[src/logic/sd_card_defs.svh]
// SD card core constants: block geometry, OCR window, identification values
`ifndef SD_CARD_DEFS_SVH
`define SD_CARD_DEFS_SVH

////////////////////////////////////////////////////////////
// Block geometry

// 512-byte block as 32-bit words
`define SD_BLOCK_WORDS 128
// Word index within one block
`define SD_WORD_IDX_W 7
// Default memory size, log2 of block count
`define SD_LG_BLOCKS 4

////////////////////////////////////////////////////////////
// Identification and power-up

// Supported voltage window, OCR bits 23:8
`define SD_OCR_VDD 16'hff80
// Overlapping ACMD41 polls until power-up is done
`define SD_POWERUP_POLLS 3
// First RCA handed out after reset
`define SD_RCA_SEED 16'h1234
// Fixed CID: MID, OID, PNM, PRV, PSN, reserved, MDT
`define SD_CID {8'h5a, 16'h5254, 40'h5344434f52, 8'h21, 32'h5eed0001, 4'h0, 12'h0c5}
// CMD8 check pattern, argument bits 7:0
`define SD_CHECK_PATTERN 8'haa

`endif
[src/logic/sd_card_pkg.sv]
// Shared types of the SD card core: command, reply, data and card state
`default_nettype none

`include "sd_card_defs.svh"

package sd_card_pkg;

	// Command index as decoded from the CMD line
	typedef logic [5:0] cmd_index_t;

	// Command argument, also a short reply payload
	typedef logic [31:0] cmd_arg_t;

	// Long reply payload, R2 without CRC
	typedef logic [119:0] long_reply_t;

	// One word of a block stream
	typedef logic [31:0] word_t;

	// Relative card address
	typedef logic [15:0] rca_t;

	// Word position within a block
	typedef logic [`SD_WORD_IDX_W-1:0] word_idx_t;

	// Block number, low bits select memory, upper bits wrap
	typedef logic [31:0] blk_addr_t;

	// Card state codes as reported in R1 bits 12:9
	typedef enum logic [3:0] {
		IDLE  = 4'd0,
		READY = 4'd1,
		IDENT = 4'd2,
		STBY  = 4'd3,
		TRAN  = 4'd4,
		DATA  = 4'd5,
		RCV   = 4'd6
	} card_state_t;

endpackage

`default_nettype wire

[src/logic/sd_xfer_if.sv]
// Block transfer channel between the command logic and the two data paths
`timescale 1ns/100ps
`default_nettype none

interface sd_xfer_if
	import sd_card_pkg::*;
();

	// One-cycle request pulses from the command logic
	logic start_write;
	logic start_read;

	// Block number, valid with either start pulse
	blk_addr_t blk_addr;

	// Transfer in progress, one per direction
	logic wr_busy;
	logic rd_busy;

	////////////////////////////////////////////////////////////
	// Views

	// Command FSM side
	modport ctrl (
		output start_write,
		output start_read,
		output blk_addr,
		input  wr_busy,
		input  rd_busy
	);

	// Write path, host words into memory
	modport wr (
		input  start_write,
		input  blk_addr,
		output wr_busy
	);

	// Read path, memory words out to host
	modport rd (
		input  start_read,
		input  blk_addr,
		output rd_busy
	);

endinterface

`default_nettype wire

[src/logic/sd_data_tx.sv]
// Block read path: memory words streamed out under valid/ready
`timescale 1ns/100ps
`default_nettype none

`include "sd_card_defs.svh"

module sd_data_tx
	import sd_card_pkg::*;
(
	input  wire                                      sd_clk,
	input  wire                                      i_rst_n,
	input  wire                                      i_tx_ready,
	input  wire word_t                               i_mem_rdata,
	sd_xfer_if.rd                                    xfer,
	output logic [`SD_LG_BLOCKS+`SD_WORD_IDX_W-1:0]  o_mem_raddr,
	output logic                                     o_tx_valid,
	output word_t                                    o_tx_data,
	output logic                                     o_tx_last
);

	logic [`SD_LG_BLOCKS-1:0] a_blk;
	word_idx_t a_idx;
	logic a_act;
	// Word held by the memory read register
	logic m_vld, m_last;
	// Skid entry for a stalled word
	logic s_vld, s_last;
	word_t s_data;
	logic take, issue;

	assign take = o_tx_valid && i_tx_ready;
	// Read ahead only if the word in flight has somewhere to go
	assign issue = a_act && (!o_tx_valid || i_tx_ready);

	assign o_mem_raddr = {a_blk, a_idx};
	// Skid first, it is always older
	assign o_tx_valid = s_vld || m_vld;
	assign o_tx_data = s_vld ? s_data : i_mem_rdata;
	assign o_tx_last = s_vld ? s_last : m_last;

	always_ff @(posedge sd_clk)
	begin
		if (!i_rst_n)
		begin
			xfer.rd_busy <= 1'b0;
			a_act <= 1'b0;
			a_idx <= '0;
			m_vld <= 1'b0;
			m_last <= 1'b0;
			s_vld <= 1'b0;
			s_last <= 1'b0;
		end
		else
		begin
			m_vld <= issue;
			m_last <= issue && (&a_idx);
			// Address counter
			if (xfer.start_read)
			begin
				xfer.rd_busy <= 1'b1;
				a_act <= 1'b1;
				a_idx <= '0;
			end
			else if (issue)
			begin
				a_idx <= a_idx + 1'b1;
				if (&a_idx)
					a_act <= 1'b0;
			end
			// Skid fill and drain
			if (s_vld)
			begin
				if (i_tx_ready)
					s_vld <= 1'b0;
			end
			else if (m_vld && !i_tx_ready)
			begin
				s_vld <= 1'b1;
				s_last <= m_last;
			end
			// Last word taken
			if (take && o_tx_last)
				xfer.rd_busy <= 1'b0;
		end
	end

	always_ff @(posedge sd_clk)
	begin
		if (xfer.start_read)
			a_blk <= xfer.blk_addr[`SD_LG_BLOCKS-1:0];
		if (!s_vld && m_vld && !i_tx_ready)
			s_data <= i_mem_rdata;
	end

	a_hold: assert property (@(posedge sd_clk) disable iff (!i_rst_n)
		(o_tx_valid && !i_tx_ready) |=> (o_tx_valid && $stable(o_tx_data)));

endmodule

`default_nettype wire

[src/flat_wrapper.sv]
// flat-port wrapper written by rule: the top's interface ports become plain ports
module sd_data_tx_flat import sd_card_pkg::*;
  (sd_clk, i_rst_n, i_tx_ready, i_mem_rdata, o_mem_raddr, o_tx_valid, o_tx_data, o_tx_last, xfer_start_read, xfer_blk_addr, xfer_rd_busy);
  sd_xfer_if xfer_i ();
  input  wire sd_clk;
  input  wire i_rst_n;
  input  wire i_tx_ready;
  input  wire word_t i_mem_rdata;
  output logic [`SD_LG_BLOCKS+`SD_WORD_IDX_W-1:0] o_mem_raddr;
  output logic o_tx_valid;
  output word_t o_tx_data;
  output logic o_tx_last;
  input wire logic [$bits(xfer_i.start_read)-1:0] xfer_start_read;
  input wire logic [$bits(xfer_i.blk_addr)-1:0] xfer_blk_addr;
  output wire logic [$bits(xfer_i.rd_busy)-1:0] xfer_rd_busy;
  assign xfer_i.start_read = xfer_start_read;
  assign xfer_i.blk_addr = xfer_blk_addr;
  assign xfer_rd_busy = xfer_i.rd_busy;
  sd_data_tx u_core (.sd_clk(sd_clk), .i_rst_n(i_rst_n), .i_tx_ready(i_tx_ready), .i_mem_rdata(i_mem_rdata), .xfer(xfer_i), .o_mem_raddr(o_mem_raddr), .o_tx_valid(o_tx_valid), .o_tx_data(o_tx_data), .o_tx_last(o_tx_last));
endmodule
[config.mk]
export PLATFORM = sky130hd
export DESIGN_NAME = sd_data_tx_flat
export DESIGN_NICKNAME = d
export VERILOG_FILES = /design/src/logic/sd_card_pkg.sv /design/src/logic/sd_xfer_if.sv /design/src/logic/sd_data_tx.sv /design/src/flat_wrapper.sv
export VERILOG_INCLUDE_DIRS = /design/src /design/src/logic
export SDC_FILE = /design/constraint.sdc
export NUM_CORES = 1
export LEC_CHECK = 0
export BUFFER_PORTS_ARGS = -buffer_cell sky130_fd_sc_hd__buf_2
export CAP_MARGIN = 20
export CORE_MARGIN = 4
export CORE_UTILIZATION = 44
export DETAILED_ROUTE_END_ITERATION = 8
export GPL_TIMING_DRIVEN = 0
export PLACE_DENSITY = 0.89
export SYNTH_ARGS = -nofsm -noshare
export SYNTH_HDL_FRONTEND = slang
export SYNTH_SLANG_ARGS = --single-unit
[constraint.sdc]
create_clock -name sd_clk -period 5.09 [get_ports sd_clk]
set_clock_uncertainty 0.1 [all_clocks]
set_input_delay 0.2545 -clock sd_clk [delete_from_list [all_inputs] [get_ports sd_clk]]
set_output_delay 0.2545 -clock sd_clk [all_outputs]
set_load 0.01 [all_outputs]
# After elaboration in Yosys (flattened, before gate mapping)

Cells that the tools add are included.

Flip-flop bits (word level): 49
Logic and storage cells: 39
Output and inout bits: 46

Muxes and demuxes: 8
$add $sub $neg: 1
Bitwise operators: 2
Reduce and logical (&&, ||, !) cells: 19

Operator list:

| operator                                                       | number |
|---|---|
| 32-bit two-way mux                                             | 1 |
| 7-bit by 1-bit adder with 7-bit output (second input constant) | 1 |
| 1-bit logical AND                                              | 7 |
| 1-bit two-way mux                                              | 7 |
| 7-bit AND reduction                                            | 1 |
| 2-bit AND reduction                                            | 2 |
| 2-bit nonzero test                                             | 2 |
| 2-bit OR reduction                                             | 2 |
| 1-bit zero test                                                | 3 |
| 1-bit logical OR                                               | 2 |
| 1-bit inverter                                                 | 2 |

# Depth between registers and ports, before layout

Depth in word-level cells: 6
Mapped depth: 5
Gate-level depth less buffers: 4

# Least setup slack after synthesis

Ideal clock, no wire load.

Path type: reg-to-reg
Start: register u_core.s_vld
End: register u_core.s_last
Buffers on the path: 1
Library setup time: 0.118 ns
Slack: 1.562 ns
Arrival: 3.310 ns
Stages on the path, launching flop included: 5
Clock period less this slack: 3.528 ns
Cell sequence: dfxtp_1 > buf_6 > nor3b_1 > mux2i_1 > nor2b_1

Word-level cells in the longest chain between the ends: 2

RTL lines:

| item                                 | line             | RTL |
|---|---|---|
| start, declared                      | sd_data_tx.sv:27 | `logic s_vld, s_last;` |
| start signal, assigned               | sd_data_tx.sv:50 | `s_vld <= 1'b0;` |
| start signal, assigned               | sd_data_tx.sv:74 | `s_vld <= 1'b0;` |
| start signal, assigned               | sd_data_tx.sv:78 | `s_vld <= 1'b1;` |
| 1-bit inverter (no source line)      | -                |  |
| 2-bit AND reduction (no source line) | -                |  |
| end signal, assigned                 | sd_data_tx.sv:79 | `s_last <= m_last;` |
| end, declared                        | sd_data_tx.sv:27 |  |

Every way passes these cells.
A chain may end at the register's enable or synchronous reset.

# Worst setup path after layout

Start: register u_core.s_vld
End: output o_tx_data[22]

Word-level cells in the longest chain between the ends: 1

RTL lines:

| item               | line               | RTL |
|---|---|---|
| 32-bit two-way mux | sd_data_tx.sv:38   | `assign o_tx_data = s_vld ? s_data : i_mem_rdata;` |
| end, declared      | flat_wrapper.sv:11 | `output word_t o_tx_data;` |

Every way passes these cells.

==> key figures <==
Outcome
  • Status: finished clean

Place
  • Gpl congestion: 0.796
  • Port Buffers: 85
  • HPWL after DPL: 3250 um
  • Total placed cells including tap cells: 272
  • Placement Setup Slack: 3300 ps

Floorplan
  • I/O Pins: 114
  • Die Span Y: 76.0 um
  • Die Wd: 76.0 um
  • Initial Util: 46.0%
  • CORE AREA: 4410 um2
  • Row count: 24
  • Die area: 5770 um2

Critical path
  • CP arrival: 1540 ps
  • Buffers plus inverters on the worst setup path: 3
  • Crit end category: output pin
  • CP Data Required Time: 4740 ps
  • Crit start category: flop
  • Crit path max-delay family: buffers and inverters
  • Slowest cell on crit path: mux2_2
  • CP dominant cell by count: buf_2
  • Critical path class: reg -> out
  • Max FO, Critical Path: 10
  • Crit path cell chain: buf_6 > buf_2 > mux2_2 > buf_2
  • CP max stage delay: 370 ps

STA
  • Slew HR: 49.9%
  • Final min period: 1890 ps
  • Count of pins over their slew limit: 0
  • Worst-margin pin slew: 748 ps
  • Unrepaired setup endpoints after global routing: no
  • Total negative slack: 0 ps
  • Tcrit/Tclk final: 37.2%
  • Final setup fails: 0
  • Fin. Hold Viols: 0
  • Setup ws final: 3200 ps
  • Fmax achieved: 529 MHz

Clocking
  • TritonCTS Sinks: 49
  • Clk Tree Root Cell: clkbuf_8
  • Post-CTS setup buffers: 0
  • Worst-path clk slew: 80 ps
  • CTS HTree Levels: 2
  • Clock latency on the worst-skew pair: 290 ps
  • Number of CTS-inserted buffers: 5
  • CTS tree: yes
  • Clock buffer depth: 2
  • Resized cells post-CTS: 0
  • Cts hold-fix bufs: 0

Route
  • DRC Markers: 0
  • Vias: 1445
  • DR iter-0 viols: 53
  • Per-cell routed wire length: 15.0 um
  • Detail Route Antenna Nets: 0
  • Drt pass-1 iters: 4
  • DRT Wirelength: 4200 um
  • Vias per cell: 5.16

GRT
  • Congestion Overflow GR: 0
  • Vias in the first global route: 1544
  • M3 GR Usage: 5.92%
  • Global-route wire length before repair: 7470 um
  • GR peak layer: met2
  • Largest net degree at the start of global routing: 15
  • M2 GR Usage: 26.1%
  • Initial antenna violation count: 0
  • Met1 GRT Util: 18.6%
  • Overall Global Routing Usage: 15.5%

Flow run
  • Max Cap Viol: 0

Synthesis
  • Most common cell in the synthesized netlist: edfxtp_1
  • Flops & latches, synth: 49
  • Area contributors post-synth: edfxtp_1, mux2_2, dfxtp_1, a21oi_1, o31ai_1
  • Largest area contributor in the synthesized netlist: edfxtp_1
  • Seq/Total Area, Yosys: 66.0%
  • Post-Syn Nets: 202
  • Yosys cell types: 29
  • Main flop type after synthesis: edfxtp_1
  • Post-synth top area share: 53.2%
  • Fraction of registers with async set or reset after synthesis: 0%
  • Post-synthesis cell count: 133
  • Avg Cell Area, Syn: 15.3 um2
  • Post-Syn Area: 2030 um2
  • Post-synth EDFFs: 36
  • List of most frequent post-synthesis cells: edfxtp_1, mux2_2, dfxtp_1, a21oi_1
  • Synth warnings: 0

Finish
  • Fill count: 340
  • Area growth from synthesis to layout: 30.7%
  • Final Net Count: 296
  • Ratio of cells with drive above 1 in the final layout: 58.3%
  • Non-Filler Instances: 280
  • # diodes: 0

Power and ir drop
  • Maximum vdd ir drop: 164 uV
  • Reg power frac: 55.9%
  • Leakage: 1.09 nW
  • Clock share of power: 33.3%
  • Power Total: 0.000795 W
  • Combinational Power Share: 10.8%
  • Switch share: 20.9%
  • Sw Pwr: 0.000166 W
  • Power Dens Cells: 299 nW/um2
  • P_int: 0.000628 W

Worst hold path
  • Hold Path Class: in -> reg
[state kept, by name, summed over array words and instances, names as in the netlist]
register,count
u_core.a_act,1
u_core.a_blk,4
u_core.a_idx,7
u_core.m_last,1
u_core.m_vld,1
u_core.s_data,32
u_core.s_last,1
u_core.s_vld,1
u_core.xfer.rd_busy,1
[cell usage in the layout (no fill, tap or decap), drive strengths merged, types with 3 or more instances in the layout]
cell type  synthesis  routed
dfxtp             13      13
nand3              3       3
mux2              33      33
edfxtp            36      36
nand2              3       3
buf                5      92
or4                3       3
o21ai              4       4
a21oi              5       5
o31ai              3       3
clkbuf             0       6
inv                4       4
[cells by family (layout without fill, tap and decap cells)]
group	count (synthesis)	count (layout)	synth area share, %
mux	35	35	19.3
flops	49	49	66.0
simple gates	21	21	6.28
compound gates	18	18	5.54
fa+ha+maj	1	1	0.616
buf+inv	9	104	2.28
[through the flow]
step	area, um2	utilization, %	hold slack, ps
5_1_grt	2660	60.2	0.522
4_1_cts	2660	60.2	18.7
3_3_place_gp	2520	57.1	332
2_1_floorplan	2030	-	253
6_report	2660	60.2	29.5
3_5_place_dp	2550	57.8	333
[routing by layer]
metal	vias up	wire, um
met1	690	1780
met5	-	0
li1	699	-
met2	51	2060
met3	5	322
met4	0	38
[area by class of cell]
| cell class | count | area (um2) | area share [%] |
|---|---|---|---|
| Timing Repair Buffer | 87 | 448 | 16.9 |
| Clock inverter | 2 | 33.8 | 1.27 |
| Buffer | 5 | 31.3 | 1.18 |
| Sequential cell | 49 | 1340 | 50.5 |
| Clock buffer | 6 | 72.6 | 2.73 |
| Multi-Input combinational cell | 75 | 649 | 24.4 |
| Inverter | 4 | 15.0 | 0.565 |
| Tap cell | 52 | 65.1 | 2.45 |
[final timing paths]
kind | end | start | slack [ps] | depth (start not counted)
max | o_tx_data[22] | u_core.s_vld$_SDFF_PN0_ | 3200 | 4
min | u_core.a_blk[3]$_DFFE_PP_ | xfer_blk_addr[3] | 30 | 1
max reg2reg | u_core.s_data[10]$_DFFE_PP_ | u_core.s_vld$_SDFF_PN0_ | 3340 | 3
min reg2reg | u_core.a_idx[6]$_SDFFE_PP0P_ | u_core.a_idx[6]$_SDFFE_PP0P_ | 400 | 2
[power by group through the flow]
stage / logic, W / registers [W] / clock network (W)
after floorplan: 0.0000403 / 0.000455 / 0
after global placement: 0.0000829 / 0.000453 / 0
after detailed placement: 0.0000869 / 0.000453 / 0
after CTS: 0.0000874 / 0.000444 / 0.000272
after global routing: 0.0000954 / 0.000445 / 0.000293
final: 0.0000861 / 0.000444 / 0.000265
Note: power is estimated with default switching activity, not from simulation.
