### src/logic/sd_card_defs.svh
// SD card core constants: block geometry, OCR window, identification values
`ifndef SD_CARD_DEFS_SVH
`define SD_CARD_DEFS_SVH

////////////////////////////////////////////////////////////
// Block geometry

// 512-byte block as 32-bit words
`define SD_BLOCK_WORDS 128
// Word index within one block
`define SD_WORD_IDX_W 7
// Default memory size, log2 of block count
`define SD_LG_BLOCKS 4

////////////////////////////////////////////////////////////
// Identification and power-up

// Supported voltage window, OCR bits 23:8
`define SD_OCR_VDD 16'hff80
// Overlapping ACMD41 polls until power-up is done
`define SD_POWERUP_POLLS 3
// First RCA handed out after reset
`define SD_RCA_SEED 16'h1234
// Fixed CID: MID, OID, PNM, PRV, PSN, reserved, MDT
`define SD_CID {8'h5a, 16'h5254, 40'h5344434f52, 8'h21, 32'h5eed0001, 4'h0, 12'h0c5}
// CMD8 check pattern, argument bits 7:0
`define SD_CHECK_PATTERN 8'haa

`endif
### src/logic/sd_card_pkg.sv
// Shared types of the SD card core: command, reply, data and card state
`default_nettype none

`include "sd_card_defs.svh"

package sd_card_pkg;

	// Command index as decoded from the CMD line
	typedef logic [5:0] cmd_index_t;

	// Command argument, also a short reply payload
	typedef logic [31:0] cmd_arg_t;

	// Long reply payload, R2 without CRC
	typedef logic [119:0] long_reply_t;

	// One word of a block stream
	typedef logic [31:0] word_t;

	// Relative card address
	typedef logic [15:0] rca_t;

	// Word position within a block
	typedef logic [`SD_WORD_IDX_W-1:0] word_idx_t;

	// Block number, low bits select memory, upper bits wrap
	typedef logic [31:0] blk_addr_t;

	// Card state codes as reported in R1 bits 12:9
	typedef enum logic [3:0] {
		IDLE  = 4'd0,
		READY = 4'd1,
		IDENT = 4'd2,
		STBY  = 4'd3,
		TRAN  = 4'd4,
		DATA  = 4'd5,
		RCV   = 4'd6
	} card_state_t;

endpackage

`default_nettype wire

### src/logic/sd_xfer_if.sv
// Block transfer channel between the command logic and the two data paths
`timescale 1ns/100ps
`default_nettype none

interface sd_xfer_if
	import sd_card_pkg::*;
();

	// One-cycle request pulses from the command logic
	logic start_write;
	logic start_read;

	// Block number, valid with either start pulse
	blk_addr_t blk_addr;

	// Transfer in progress, one per direction
	logic wr_busy;
	logic rd_busy;

	////////////////////////////////////////////////////////////
	// Views

	// Command FSM side
	modport ctrl (
		output start_write,
		output start_read,
		output blk_addr,
		input  wr_busy,
		input  rd_busy
	);

	// Write path, host words into memory
	modport wr (
		input  start_write,
		input  blk_addr,
		output wr_busy
	);

	// Read path, memory words out to host
	modport rd (
		input  start_read,
		input  blk_addr,
		output rd_busy
	);

endinterface

`default_nettype wire

### src/logic/sd_card_state.sv
// SD card command decoder, card FSM, OCR/RCA/CID handling and reply builder
`timescale 1ns/100ps
`default_nettype none

`include "sd_card_defs.svh"

module sd_card_state
	import sd_card_pkg::*;
(
	input  wire              sd_clk,
	input  wire              i_rst_n,
	input  wire              i_cmd_valid,
	input  wire cmd_index_t  i_cmd_index,
	input  wire cmd_arg_t    i_cmd_arg,
	input  wire              i_reply_busy,
	output logic             o_reply_valid,
	output cmd_index_t       o_reply_index,
	output logic             o_reply_long,
	output long_reply_t      o_reply_arg,
	output logic             o_card_busy,
	sd_xfer_if.ctrl          xfer
);

	localparam int POLL_W = $clog2(`SD_POWERUP_POLLS + 1);

	card_state_t state;
	logic app_cmd;
	logic cmd8_seen;
	logic host_hcs;
	logic [POLL_W-1:0] poll_cnt;
	rca_t rca;
	rca_t rca_ctr;
	logic xfer_pend;
	logic xfer_wr;

	cmd_arg_t r1;
	cmd_arg_t ocr;
	logic rca_match, vdd_ok, pwr_done, ccs, xfer_idle;
	logic do_acmd41, do_cmd0, do_cmd2, do_cmd3, do_sel, do_desel;
	logic do_cmd8, do_cmd10, do_cmd55, do_xfer;
	logic rsp_due, rsp_long;
	cmd_index_t rsp_index;
	long_reply_t rsp_arg;

	////////////////////////////////////////////////////////////
	// Command qualification

	// R1 status, current state only
	assign r1 = {19'd0, state, 9'd0};
	assign rca_match = (i_cmd_arg[31:16] == rca);
	// Host window must overlap ours for a poll to count
	assign vdd_ok = |(i_cmd_arg[23:8] & `SD_OCR_VDD);
	assign pwr_done = vdd_ok && (poll_cnt >= POLL_W'(`SD_POWERUP_POLLS - 1));
	assign ccs = cmd8_seen && i_cmd_arg[30];
	assign ocr = {pwr_done, ccs, 6'd0, `SD_OCR_VDD, 8'd0};
	// Nothing queued, starting or running
	assign xfer_idle = !xfer_pend && !xfer.start_read && !xfer.start_write
		&& !xfer.wr_busy && !xfer.rd_busy;

	assign do_acmd41 = app_cmd && (i_cmd_index == 6'd41) && (state == IDLE || state == READY);
	assign do_cmd0 = (i_cmd_index == 6'd0);
	assign do_cmd2 = (i_cmd_index == 6'd2) && (state == READY);
	assign do_cmd3 = (i_cmd_index == 6'd3) && (state == IDENT || state == STBY);
	assign do_sel = (i_cmd_index == 6'd7) && rca_match && (state == STBY || state == TRAN);
	assign do_desel = (i_cmd_index == 6'd7) && !rca_match;
	assign do_cmd8 = (i_cmd_index == 6'd8) && (i_cmd_arg[7:0] == `SD_CHECK_PATTERN);
	assign do_cmd10 = (i_cmd_index == 6'd10) && rca_match && (state == STBY);
	assign do_cmd55 = (i_cmd_index == 6'd55);
	// Single block read or write, selected and quiet
	assign do_xfer = (i_cmd_index == 6'd17 || i_cmd_index == 6'd24)
		&& (state == TRAN) && xfer_idle;

	// Busy while a block is moving
	assign o_card_busy = (state == DATA) || (state == RCV);

	////////////////////////////////////////////////////////////
	// Reply selection

	always_comb
	begin
		rsp_due = 1'b1;
		rsp_long = 1'b0;
		rsp_index = i_cmd_index;
		rsp_arg = long_reply_t'(r1);
		if (do_acmd41)
		begin
			// R3 carries index 63
			rsp_index = 6'd63;
			rsp_arg = long_reply_t'(ocr);
		end
		else if (do_cmd2 || do_cmd10)
		begin
			rsp_long = 1'b1;
			rsp_arg = `SD_CID;
			if (do_cmd2)
				rsp_index = 6'd63;
		end
		else if (do_cmd3)
			rsp_arg = long_reply_t'({rca_ctr, 16'd0});
		else if (do_cmd8)
			rsp_arg = long_reply_t'(i_cmd_arg);
		else if (do_cmd55)
			// APP_CMD status bit
			rsp_arg = long_reply_t'(r1 | 32'h20);
		else if (!(do_sel || do_xfer))
			rsp_due = 1'b0;
	end

	// Reply payload, loaded with the command
	always_ff @(posedge sd_clk)
	begin
		if (i_cmd_valid && rsp_due)
		begin
			o_reply_index <= rsp_index;
			o_reply_long <= rsp_long;
			o_reply_arg <= rsp_arg;
		end
	end

	// Block number, byte address divided down unless HCS
	always_ff @(posedge sd_clk)
	begin
		if (i_cmd_valid && do_xfer)
			xfer.blk_addr <= host_hcs ? i_cmd_arg : (i_cmd_arg >> 9);
	end

	////////////////////////////////////////////////////////////
	// Card FSM

	always_ff @(posedge sd_clk)
	begin
		if (!i_rst_n)
		begin
			state <= IDLE;
			app_cmd <= 1'b0;
			cmd8_seen <= 1'b0;
			host_hcs <= 1'b0;
			poll_cnt <= '0;
			rca <= '0;
			rca_ctr <= `SD_RCA_SEED;
			xfer_pend <= 1'b0;
			xfer_wr <= 1'b0;
			o_reply_valid <= 1'b0;
			xfer.start_read <= 1'b0;
			xfer.start_write <= 1'b0;
		end
		else
		begin
			xfer.start_read <= 1'b0;
			xfer.start_write <= 1'b0;
			// Serializer took the reply
			if (o_reply_valid && !i_reply_busy)
				o_reply_valid <= 1'b0;
			// Start only after the reply is gone
			if (xfer_pend && (!o_reply_valid || !i_reply_busy))
			begin
				xfer_pend <= 1'b0;
				xfer.start_write <= xfer_wr;
				xfer.start_read <= !xfer_wr;
			end
			// Data path done, back to transfer state
			if (o_card_busy && xfer_idle)
				state <= TRAN;

			if (i_cmd_valid)
			begin
				app_cmd <= do_cmd55;
				if (rsp_due)
					o_reply_valid <= 1'b1;
				if (do_acmd41)
				begin
					host_hcs <= ccs;
					if (vdd_ok && poll_cnt != POLL_W'(`SD_POWERUP_POLLS))
						poll_cnt <= poll_cnt + 1'b1;
					if (pwr_done)
						state <= READY;
				end
				if (do_cmd8)
					cmd8_seen <= 1'b1;
				if (do_cmd2)
					state <= IDENT;
				if (do_cmd3)
				begin
					// Publish and advance
					rca <= rca_ctr;
					rca_ctr <= rca_ctr + 1'b1;
					state <= STBY;
				end
				if (do_sel)
					state <= TRAN;
				if (do_desel && state == TRAN)
					state <= STBY;
				if (do_xfer)
				begin
					xfer_pend <= 1'b1;
					xfer_wr <= (i_cmd_index == 6'd24);
					state <= (i_cmd_index == 6'd24) ? RCV : DATA;
				end
				// Soft reset wins over everything
				if (do_cmd0)
				begin
					state <= IDLE;
					cmd8_seen <= 1'b0;
					host_hcs <= 1'b0;
					poll_cnt <= '0;
					rca <= '0;
					xfer_pend <= 1'b0;
					xfer.start_read <= 1'b0;
					xfer.start_write <= 1'b0;
				end
			end
		end
	end

	// No data path is asked to start while one is still running
	a_start_idle: assert property (@(posedge sd_clk) disable iff (!i_rst_n)
		(xfer.start_read || xfer.start_write) |-> !(xfer.rd_busy || xfer.wr_busy));

endmodule

`default_nettype wire

### src/flat_wrapper.sv
// flat-port wrapper written by rule: the top's interface ports become plain ports
module sd_card_state_flat import sd_card_pkg::*;
  (sd_clk, i_rst_n, i_cmd_valid, i_cmd_index, i_cmd_arg, i_reply_busy, o_reply_valid, o_reply_index, o_reply_long, o_reply_arg, o_card_busy, xfer_start_write, xfer_start_read, xfer_blk_addr, xfer_wr_busy, xfer_rd_busy);
  sd_xfer_if xfer_i ();
  input  wire sd_clk;
  input  wire i_rst_n;
  input  wire i_cmd_valid;
  input  wire cmd_index_t i_cmd_index;
  input  wire cmd_arg_t i_cmd_arg;
  input  wire i_reply_busy;
  output logic o_reply_valid;
  output cmd_index_t o_reply_index;
  output logic o_reply_long;
  output long_reply_t o_reply_arg;
  output logic o_card_busy;
  output wire logic [$bits(xfer_i.start_write)-1:0] xfer_start_write;
  output wire logic [$bits(xfer_i.start_read)-1:0] xfer_start_read;
  output wire logic [$bits(xfer_i.blk_addr)-1:0] xfer_blk_addr;
  input wire logic [$bits(xfer_i.wr_busy)-1:0] xfer_wr_busy;
  input wire logic [$bits(xfer_i.rd_busy)-1:0] xfer_rd_busy;
  assign xfer_start_write = xfer_i.start_write;
  assign xfer_start_read = xfer_i.start_read;
  assign xfer_blk_addr = xfer_i.blk_addr;
  assign xfer_i.wr_busy = xfer_wr_busy;
  assign xfer_i.rd_busy = xfer_rd_busy;
  sd_card_state u_core (.sd_clk(sd_clk), .i_rst_n(i_rst_n), .i_cmd_valid(i_cmd_valid), .i_cmd_index(i_cmd_index), .i_cmd_arg(i_cmd_arg), .i_reply_busy(i_reply_busy), .o_reply_valid(o_reply_valid), .o_reply_index(o_reply_index), .o_reply_long(o_reply_long), .o_reply_arg(o_reply_arg), .o_card_busy(o_card_busy), .xfer(xfer_i));
endmodule
### config.mk
export PLATFORM = sky130hd
export DESIGN_NAME = sd_card_state_flat
export DESIGN_NICKNAME = d
export VERILOG_FILES = /design/src/logic/sd_card_pkg.sv /design/src/logic/sd_xfer_if.sv /design/src/logic/sd_card_state.sv /design/src/flat_wrapper.sv
export VERILOG_INCLUDE_DIRS = /design/src /design/src/logic
export SDC_FILE = /design/constraint.sdc
export NUM_CORES = 1
export LEC_CHECK = 0
export BUFFER_PORTS_ARGS = -buffer_cell sky130_fd_sc_hd__clkbuf_2
export CAP_MARGIN = 5
export CORE_AREA = 2 2 116 118
export CTS_BUF_LIST = sky130_fd_sc_hd__clkbuf_4
export DETAILED_ROUTE_END_ITERATION = 12
export DIE_AREA = 0 0 118 120
export PLACE_DENSITY = 0.83
export SLEW_MARGIN = 20
export SYNTH_ARGS = -nofsm -noshare
export SYNTH_HDL_FRONTEND = slang
export SYNTH_SLANG_ARGS = --single-unit
### constraint.sdc
create_clock -name sd_clk -period 3.64 [get_ports sd_clk]
set_input_delay 0 -clock sd_clk [delete_from_list [all_inputs] [get_ports sd_clk]]
set_output_delay 0 -clock sd_clk [all_outputs]
set_load 0.05 [all_outputs]
Word-level counts from Yosys, hierarchy flattened
Index checks and enable logic that the tools add are counted.
{"block": "classes", "addsub": 2, "magnitude_cmp": 1, "eq_ne": 18, "n_mux": 48, "reduce_logical": 58}
{"cell": "119-bit two-way mux", "count": 2}
{"cell": "32-bit two-way mux", "count": 2}
{"cell": "4-bit two-way mux", "count": 10}
{"cell": "16-bit two-way mux", "count": 2}
{"cell": "1-bit logical AND", "count": 25}
{"cell": "1-bit two-way mux", "count": 24}
{"cell": "23-bit two-way mux", "count": 1}
{"cell": "6-bit two-way mux", "count": 3}
{"cell": "16-bit by 1-bit adder with 16-bit output, second input constant", "count": 1}
{"cell": "16-bit == test", "count": 1}
{"cell": "4-bit by 3-bit == test with 1-bit output, second input constant", "count": 3}
{"cell": "6-bit by 2-bit == test with 1-bit output, second input constant", "count": 2}
{"cell": "6-bit by 4-bit == test with 1-bit output, second input constant", "count": 2}
{"cell": "6-bit by 5-bit == test with 1-bit output, second input constant", "count": 2}
{"cell": "6-bit == test, second input constant", "count": 2}
{"cell": "2-bit AND reduction", "count": 5}
{"cell": "1-bit zero test", "count": 9}
{"cell": "9-bit OR reduction", "count": 1}
{"cell": "4-bit by 2-bit == test with 1-bit output, second input constant", "count": 2}
{"cell": "8-bit == test, second input constant", "count": 1}
{"cell": "1-bit logical OR", "count": 8}
{"cell": "2-bit two-way mux", "count": 4}
{"cell": "2-bit nonzero test", "count": 4}
{"cell": "6-bit by 3-bit == test with 1-bit output, second input constant", "count": 1}
{"cell": "other kinds (10)", "count": 10}
{"block": "word_totals", "register_bits": 205, "input_bits": 44, "output_inout_bits": 163, "word_cells": 148}

Longest topological paths before layout
{"block": "depth", "ltp_word": 16, "depth_mapped": 8, "depth_no_buf": 8}

Least setup slack after synthesis
No wires, ideal clock.
{"block": "synth_timing", "kind": "reg-to-reg", "from": "register u_core.xfer.start_write", "to": "register u_core.xfer_wr", "setup_ns": 0.118, "t_arrival_ns": 3.840, "required_time_ns": 3.522, "setup_slack_ns": -0.318, "stages_incl_launch_ff": 7, "path_buffers": 0, "synth_period_minus_slack_ns": 3.958, "cell_sequence": "dfxtp_1 -> nor4_1 -> nor2b_1 -> nand4_1 -> nor3_1 -> mux2i_1 -> nor2b_1"}
{"block": "synth_between", "elab_chain_len": 6}
{"element": "start: declaration", "line": "sd_xfer_if.sv:25", "source": "output start_write,"}
{"element": "start signal: assignment", "line": "sd_card_state.sv:158", "source": "xfer.start_write <= xfer_wr;"}
{"element": "1-bit zero test", "line": "sd_card_state.sv:57", "source": "assign xfer_idle = !xfer_pend && !xfer.start_read && !xfer.start_write"}
{"element": "1-bit logical AND", "line": "sd_card_state.sv:57"}
{"element": "1-bit logical AND (2 in series)", "line": "sd_card_state.sv:58", "source": "&& !xfer.wr_busy && !xfer.rd_busy;"}
{"element": "1-bit logical AND", "line": "sd_card_state.sv:71", "source": "&& (state == TRAN) && xfer_idle;"}
{"element": "2-bit AND reduction (no source line)"}
{"element": "end signal: assignment", "line": "sd_card_state.sv:196", "source": "xfer_wr <= (i_cmd_index == 6'd24);"}
{"element": "end: declaration", "line": "sd_card_state.sv:34", "source": "logic xfer_wr;"}
Every way passes these cells.
A chain may end at the register's enable or synchronous reset.

Worst setup path after layout
{"block": "layout_timing", "from": "register u_core.state[2]", "to": "register u_core.o_reply_valid"}
{"block": "layout_between", "elab_chain_len": 12, "elab_cells_between_ends": 25, "classes_between": "4 x eq/ne; 8 x mux; 13 x reduce/logical"}
{"element": "start: declaration", "line": "sd_card_state.sv:26", "source": "card_state_t state;"}
{"element": "start signal: assignment", "line": "sd_card_state.sv:197", "source": "state <= (i_cmd_index == 6'd24) ? RCV : DATA;"}
{"element": "4-bit by 2-bit == test with 1-bit output / 4-bit by 3-bit == test with 1-bit output (equally long branches)"}
{"element": "1-bit logical OR / 1-bit logical AND (equally long branches)", "line": "sd_card_state.sv:64, sd_card_state.sv:71"}
{"element": "1-bit logical AND (on tied branches)", "line": "sd_card_state.sv:64, sd_card_state.sv:71"}
{"element": "1-bit logical OR", "line": "sd_card_state.sv:105", "source": "else if (!(do_sel || do_xfer))"}
{"element": "1-bit two-way mux", "line": "sd_card_state.sv:105"}
{"element": "1-bit two-way mux", "line": "sd_card_state.sv:102", "source": "else if (do_cmd55)"}
{"element": "1-bit two-way mux", "line": "sd_card_state.sv:100", "source": "else if (do_cmd8)"}
{"element": "1-bit two-way mux", "line": "sd_card_state.sv:98", "source": "else if (do_cmd3)"}
{"element": "1-bit two-way mux", "line": "sd_card_state.sv:91", "source": "else if (do_cmd2 || do_cmd10)"}
{"element": "1-bit two-way mux *", "line": "sd_card_state.sv:85", "source": "if (do_acmd41)"}
{"element": "1-bit two-way mux *", "line": "sd_card_state.sv:168", "source": "if (rsp_due)"}
{"element": "1-bit two-way mux *", "line": "sd_card_state.sv:165", "source": "if (i_cmd_valid)"}
{"element": "end signal: assignment", "line": "sd_card_state.sv:143", "source": "o_reply_valid <= 1'b0;"}
{"element": "end signal: assignment", "line": "sd_card_state.sv:153", "source": "o_reply_valid <= 1'b0;"}
{"element": "end signal: assignment", "line": "sd_card_state.sv:169", "source": "o_reply_valid <= 1'b1;"}
{"element": "end: declaration", "line": "sd_card_state.sv:16", "source": "output logic o_reply_valid,"}
Every way passes the cells marked *; elsewhere a longest branch is shown, timed or not.

==> metrics <==
status=complete, no violations; chip height=between 100 and 150 um; critical path type=reg2reg; clock sinks=117; TritonCTS clock tree=built; Synth area leader=edfxtp_1; FMAX=between 0.3 and 0.4 GHz; initial DRC count=roughly 500; Final Hold Slack=69.1 ps; Fin Clk Skew=between 20 and 25 ps; nets=about 740; Post-synth EDFFs=71; number of global-route vias before repair=approximately 4500; Core Area=between 0.01 and 0.015 mm^2; Worst setup SP type=flop; first-pass GRT wire length=24600 um; Min Clock Period, post-route=about 2900 ps; final setup fails=0; Routed Wire Length=16100 um; Avg Inst Size Synth=11.4 um^2; DP HPWL=~10000 um; WP data required=4080 ps; area share of the largest cell type after synthesis=35.6%; critical path's largest stage delay=roughly 890 ps; worst hold path type=in2reg; DRT Pass-1 Iters=5; vias per inst=around 5.3; Total Neg Setup Slack=0 ps; normalized max-slew margin=between 30% and 40%; Worst path top cell family by delay=compound AO/OA/AOI/OAI gates; maximum VDD drop=~170 uV; YS warnings=0; CTS Buf Count=17; ANT nets after route=0; critical path endpoint category=flop; Post-synth ARST share=0%; final hold vios=0; max-slew violation count=0; Syn Inst Count=around 530; largest net degree at the start of global routing=45; RSZ-0062 raised after global routing=false; initial antenna violation count=1; hold_buf cts=52; P&R area growth vs syn=20.8%; Setup Buffers After CTS=0; Mapped Area=0.00600 mm^2; Final period util=between 70% and 80%; die width=~120 um; # fillers=~1100; # H-tree levels=4; Leak=0.00302 uW; fraction of layout cells with a size suffix above 1=about a third; Max Cap Viol=0; wire per inst=18.1 um; Finished Cell Area=~0.0072 mm^2; dominant synthesized flop cell=edfxtp_1; Worst Tran Pin Value=between 1000 and 1500 ps; CTS max path bufs=2; Clk Latency, worst-skew pair=roughly 550 ps; clock-pin transition on the worst setup and hold timing paths=between 100 and 150 ps; vias after detailed routing=~4700; Synth Register Bits=about 120; die footprint=approximately 0.014 mm^2; Remaining DRCs=0; register area share after synthesis=a little over 50%; synth top area cells=edfxtp_1 36%, dfxtp_1 15%, buf_4 11%, mux2_2 4.7%, xnor2_1 3.9%; Slowest cell on crit path=o41a_2; GR Overflow Total=0; Cell variety after synth=58; Critical Path AT=3330 ps; # port buffers=about 160; Buf/Inv on CP=0; placed cell area=~0.0065 mm^2; gp weighted congestion=around 0.9; Resize count post-CTS=0; worst-path fanout max=40; row count=between 40 and 50; Power Dens Cells=350 mW/mm^2; crit-path cells=nor4b_4 -> and3_1 -> or3_1 -> a41o_1 -> o41a_2 -> o21a_1; Initial Utilization=a little under half; # IOs=~210; root cell of the clock tree=clkbuf_4; GRT Util Overall=a little under a quarter
synth_stat cells (3+ instances only):
master and count:
buf_2 10, nor4_1 8, clkbuf_1 14, nand3_1 8, edfxtp_1 71, buf_4 90
xor2_1 4, nand2_1 26, xnor2_1 27, a21oi_1 7, nor3_1 4, and4_1 5
nand2b_1 7, o21ai_0 7, a41o_1 5, a22o_1 7, nor3_2 3, mux2i_1 6
nor2b_1 19, or3_1 5, and2_1 26, a21o_1 3, a22oi_1 15, mux2_2 25
ha_1 3, a221o_1 7, nor2_1 15, dfxtp_1 46, and3_1 7, nand4_1 10
inv_1 4
worst paths after layout:
| kind | startpoint | end | slack [ps] | cells after the start |
|---|---|---|---|---|
| max reg2reg | u_core.state[2]$_SDFF_PN0_ | u_core.o_reply_valid$_SDFF_PN0_ | 760 | 6 |
| min reg2reg | u_core.xfer_wr$_SDFFE_PN0P_ | u_core.xfer.start_write$_SDFF_PN0_ | 460 | 2 |
| max | u_core.state[2]$_SDFF_PN0_ | u_core.o_reply_valid$_SDFF_PN0_ | 760 | 6 |
| min | xfer_rd_busy | u_core.state[0]$_SDFF_PN0_ | 70 | 7 |
layout by cell type (no fill, tap or decap), types with 8 or more instances in the layout:
cell,count
clkbuf_2,158
edfxtp_1,71
dlygate4sd3_1,52
conb_1,49
dfxtp_1,45
xnor2_1,27
nand2_1,26
and2_1,26
mux2_2,25
nor2b_1,19
clkbuf_4,17
nor2_1,15
a22oi_1,15
nand4_1,10
nor4_1,8
nand3_1,8
flip-flops by register name, indices dropped and copies added, names as in the netlist:
register,cells
u_core.xfer.start_read,1
u_core.o_reply_arg,33
u_core.host_hcs,1
u_core.rca,16
u_core.xfer.blk_addr,32
u_core.xfer_pend,1
u_core.cmd8_seen,1
u_core.poll_cnt,2
u_core.xfer_wr,1
u_core.app_cmd,1
u_core.xfer.start_write,1
u_core.state,4
u_core.o_reply_valid,1
u_core.o_reply_index,6
u_core.rca_ctr,16
logic make-up (layout without fill, tap and decap cells):
group / Yosys count / after routing / share of synthesized area [%]
buf+inv: 120 / 253 / 13.6
simple gates: 161 / 161 / 16.4
fa+ha+maj: 3 / 3 / 0.626
compound gates: 64 / 64 / 8.20
mux: 31 / 31 / 5.70
flops: 117 / 117 / 50.9
other cells: 1 / 51 / 0.0625
xor+xnor: 31 / 31 / 4.53
cell type report:
class	count	area [um^2]	share of cell area, %
flip-flops and latches	117	3050	42.2
clock buffers	17	128	1.76
repair buffers	217	1360	18.8
well taps	176	220	3.04
multi-input cells	339	2330	32.2
inverters	4	15.0	0.207
clock inverters	15	130	1.80
diodes	2	5.00	0.0691
routing by layer:
| metal | part of all wire, % | track usage, % | vias up |
|---|---|---|---|
| met2 | 51 | 39.5 | 319 |
| met3 | 9.0 | 5.75 | 37 |
| met4 | 2.8 | 9.79 | 0 |
| met1 | 37 | 26.4 | 2271 |
| li1 | - | - | 2118 |
| met5 | 0 | 0 | - |
through the flow:
| step | setup slack, ps | total power (uW) | util, % | instances |
|---|---|---|---|---|
| after floorplan | 648 | 1630 | - | 576 |
| after global placement | 873 | 1650 | 49.7 | 801 |
| after detailed placement | 805 | 1650 | 49.8 | 801 |
| after CTS | 779 | 2540 | 55.8 | 885 |
| after global routing | 611 | 2620 | 55.8 | 886 |
| final | 757 | 2540 | 55.8 | 887 |
worst register-to-register path, delay by kind of cell, from the launching register on:
kind	cells	cell delay (ps)
flops	1	580
compound gates	3	1460
simple gates	3	740
power breakdown:
part	total, uW	leakage, uW	switching, uW	internal (uW)
sequential	1390	0.00107	0.418	1390
combinational	274	0.00181	193	80.7
clock	870	0.000142	528	341
total	2540	0.00302	722	1820
(Power assumes the default switching activity.)
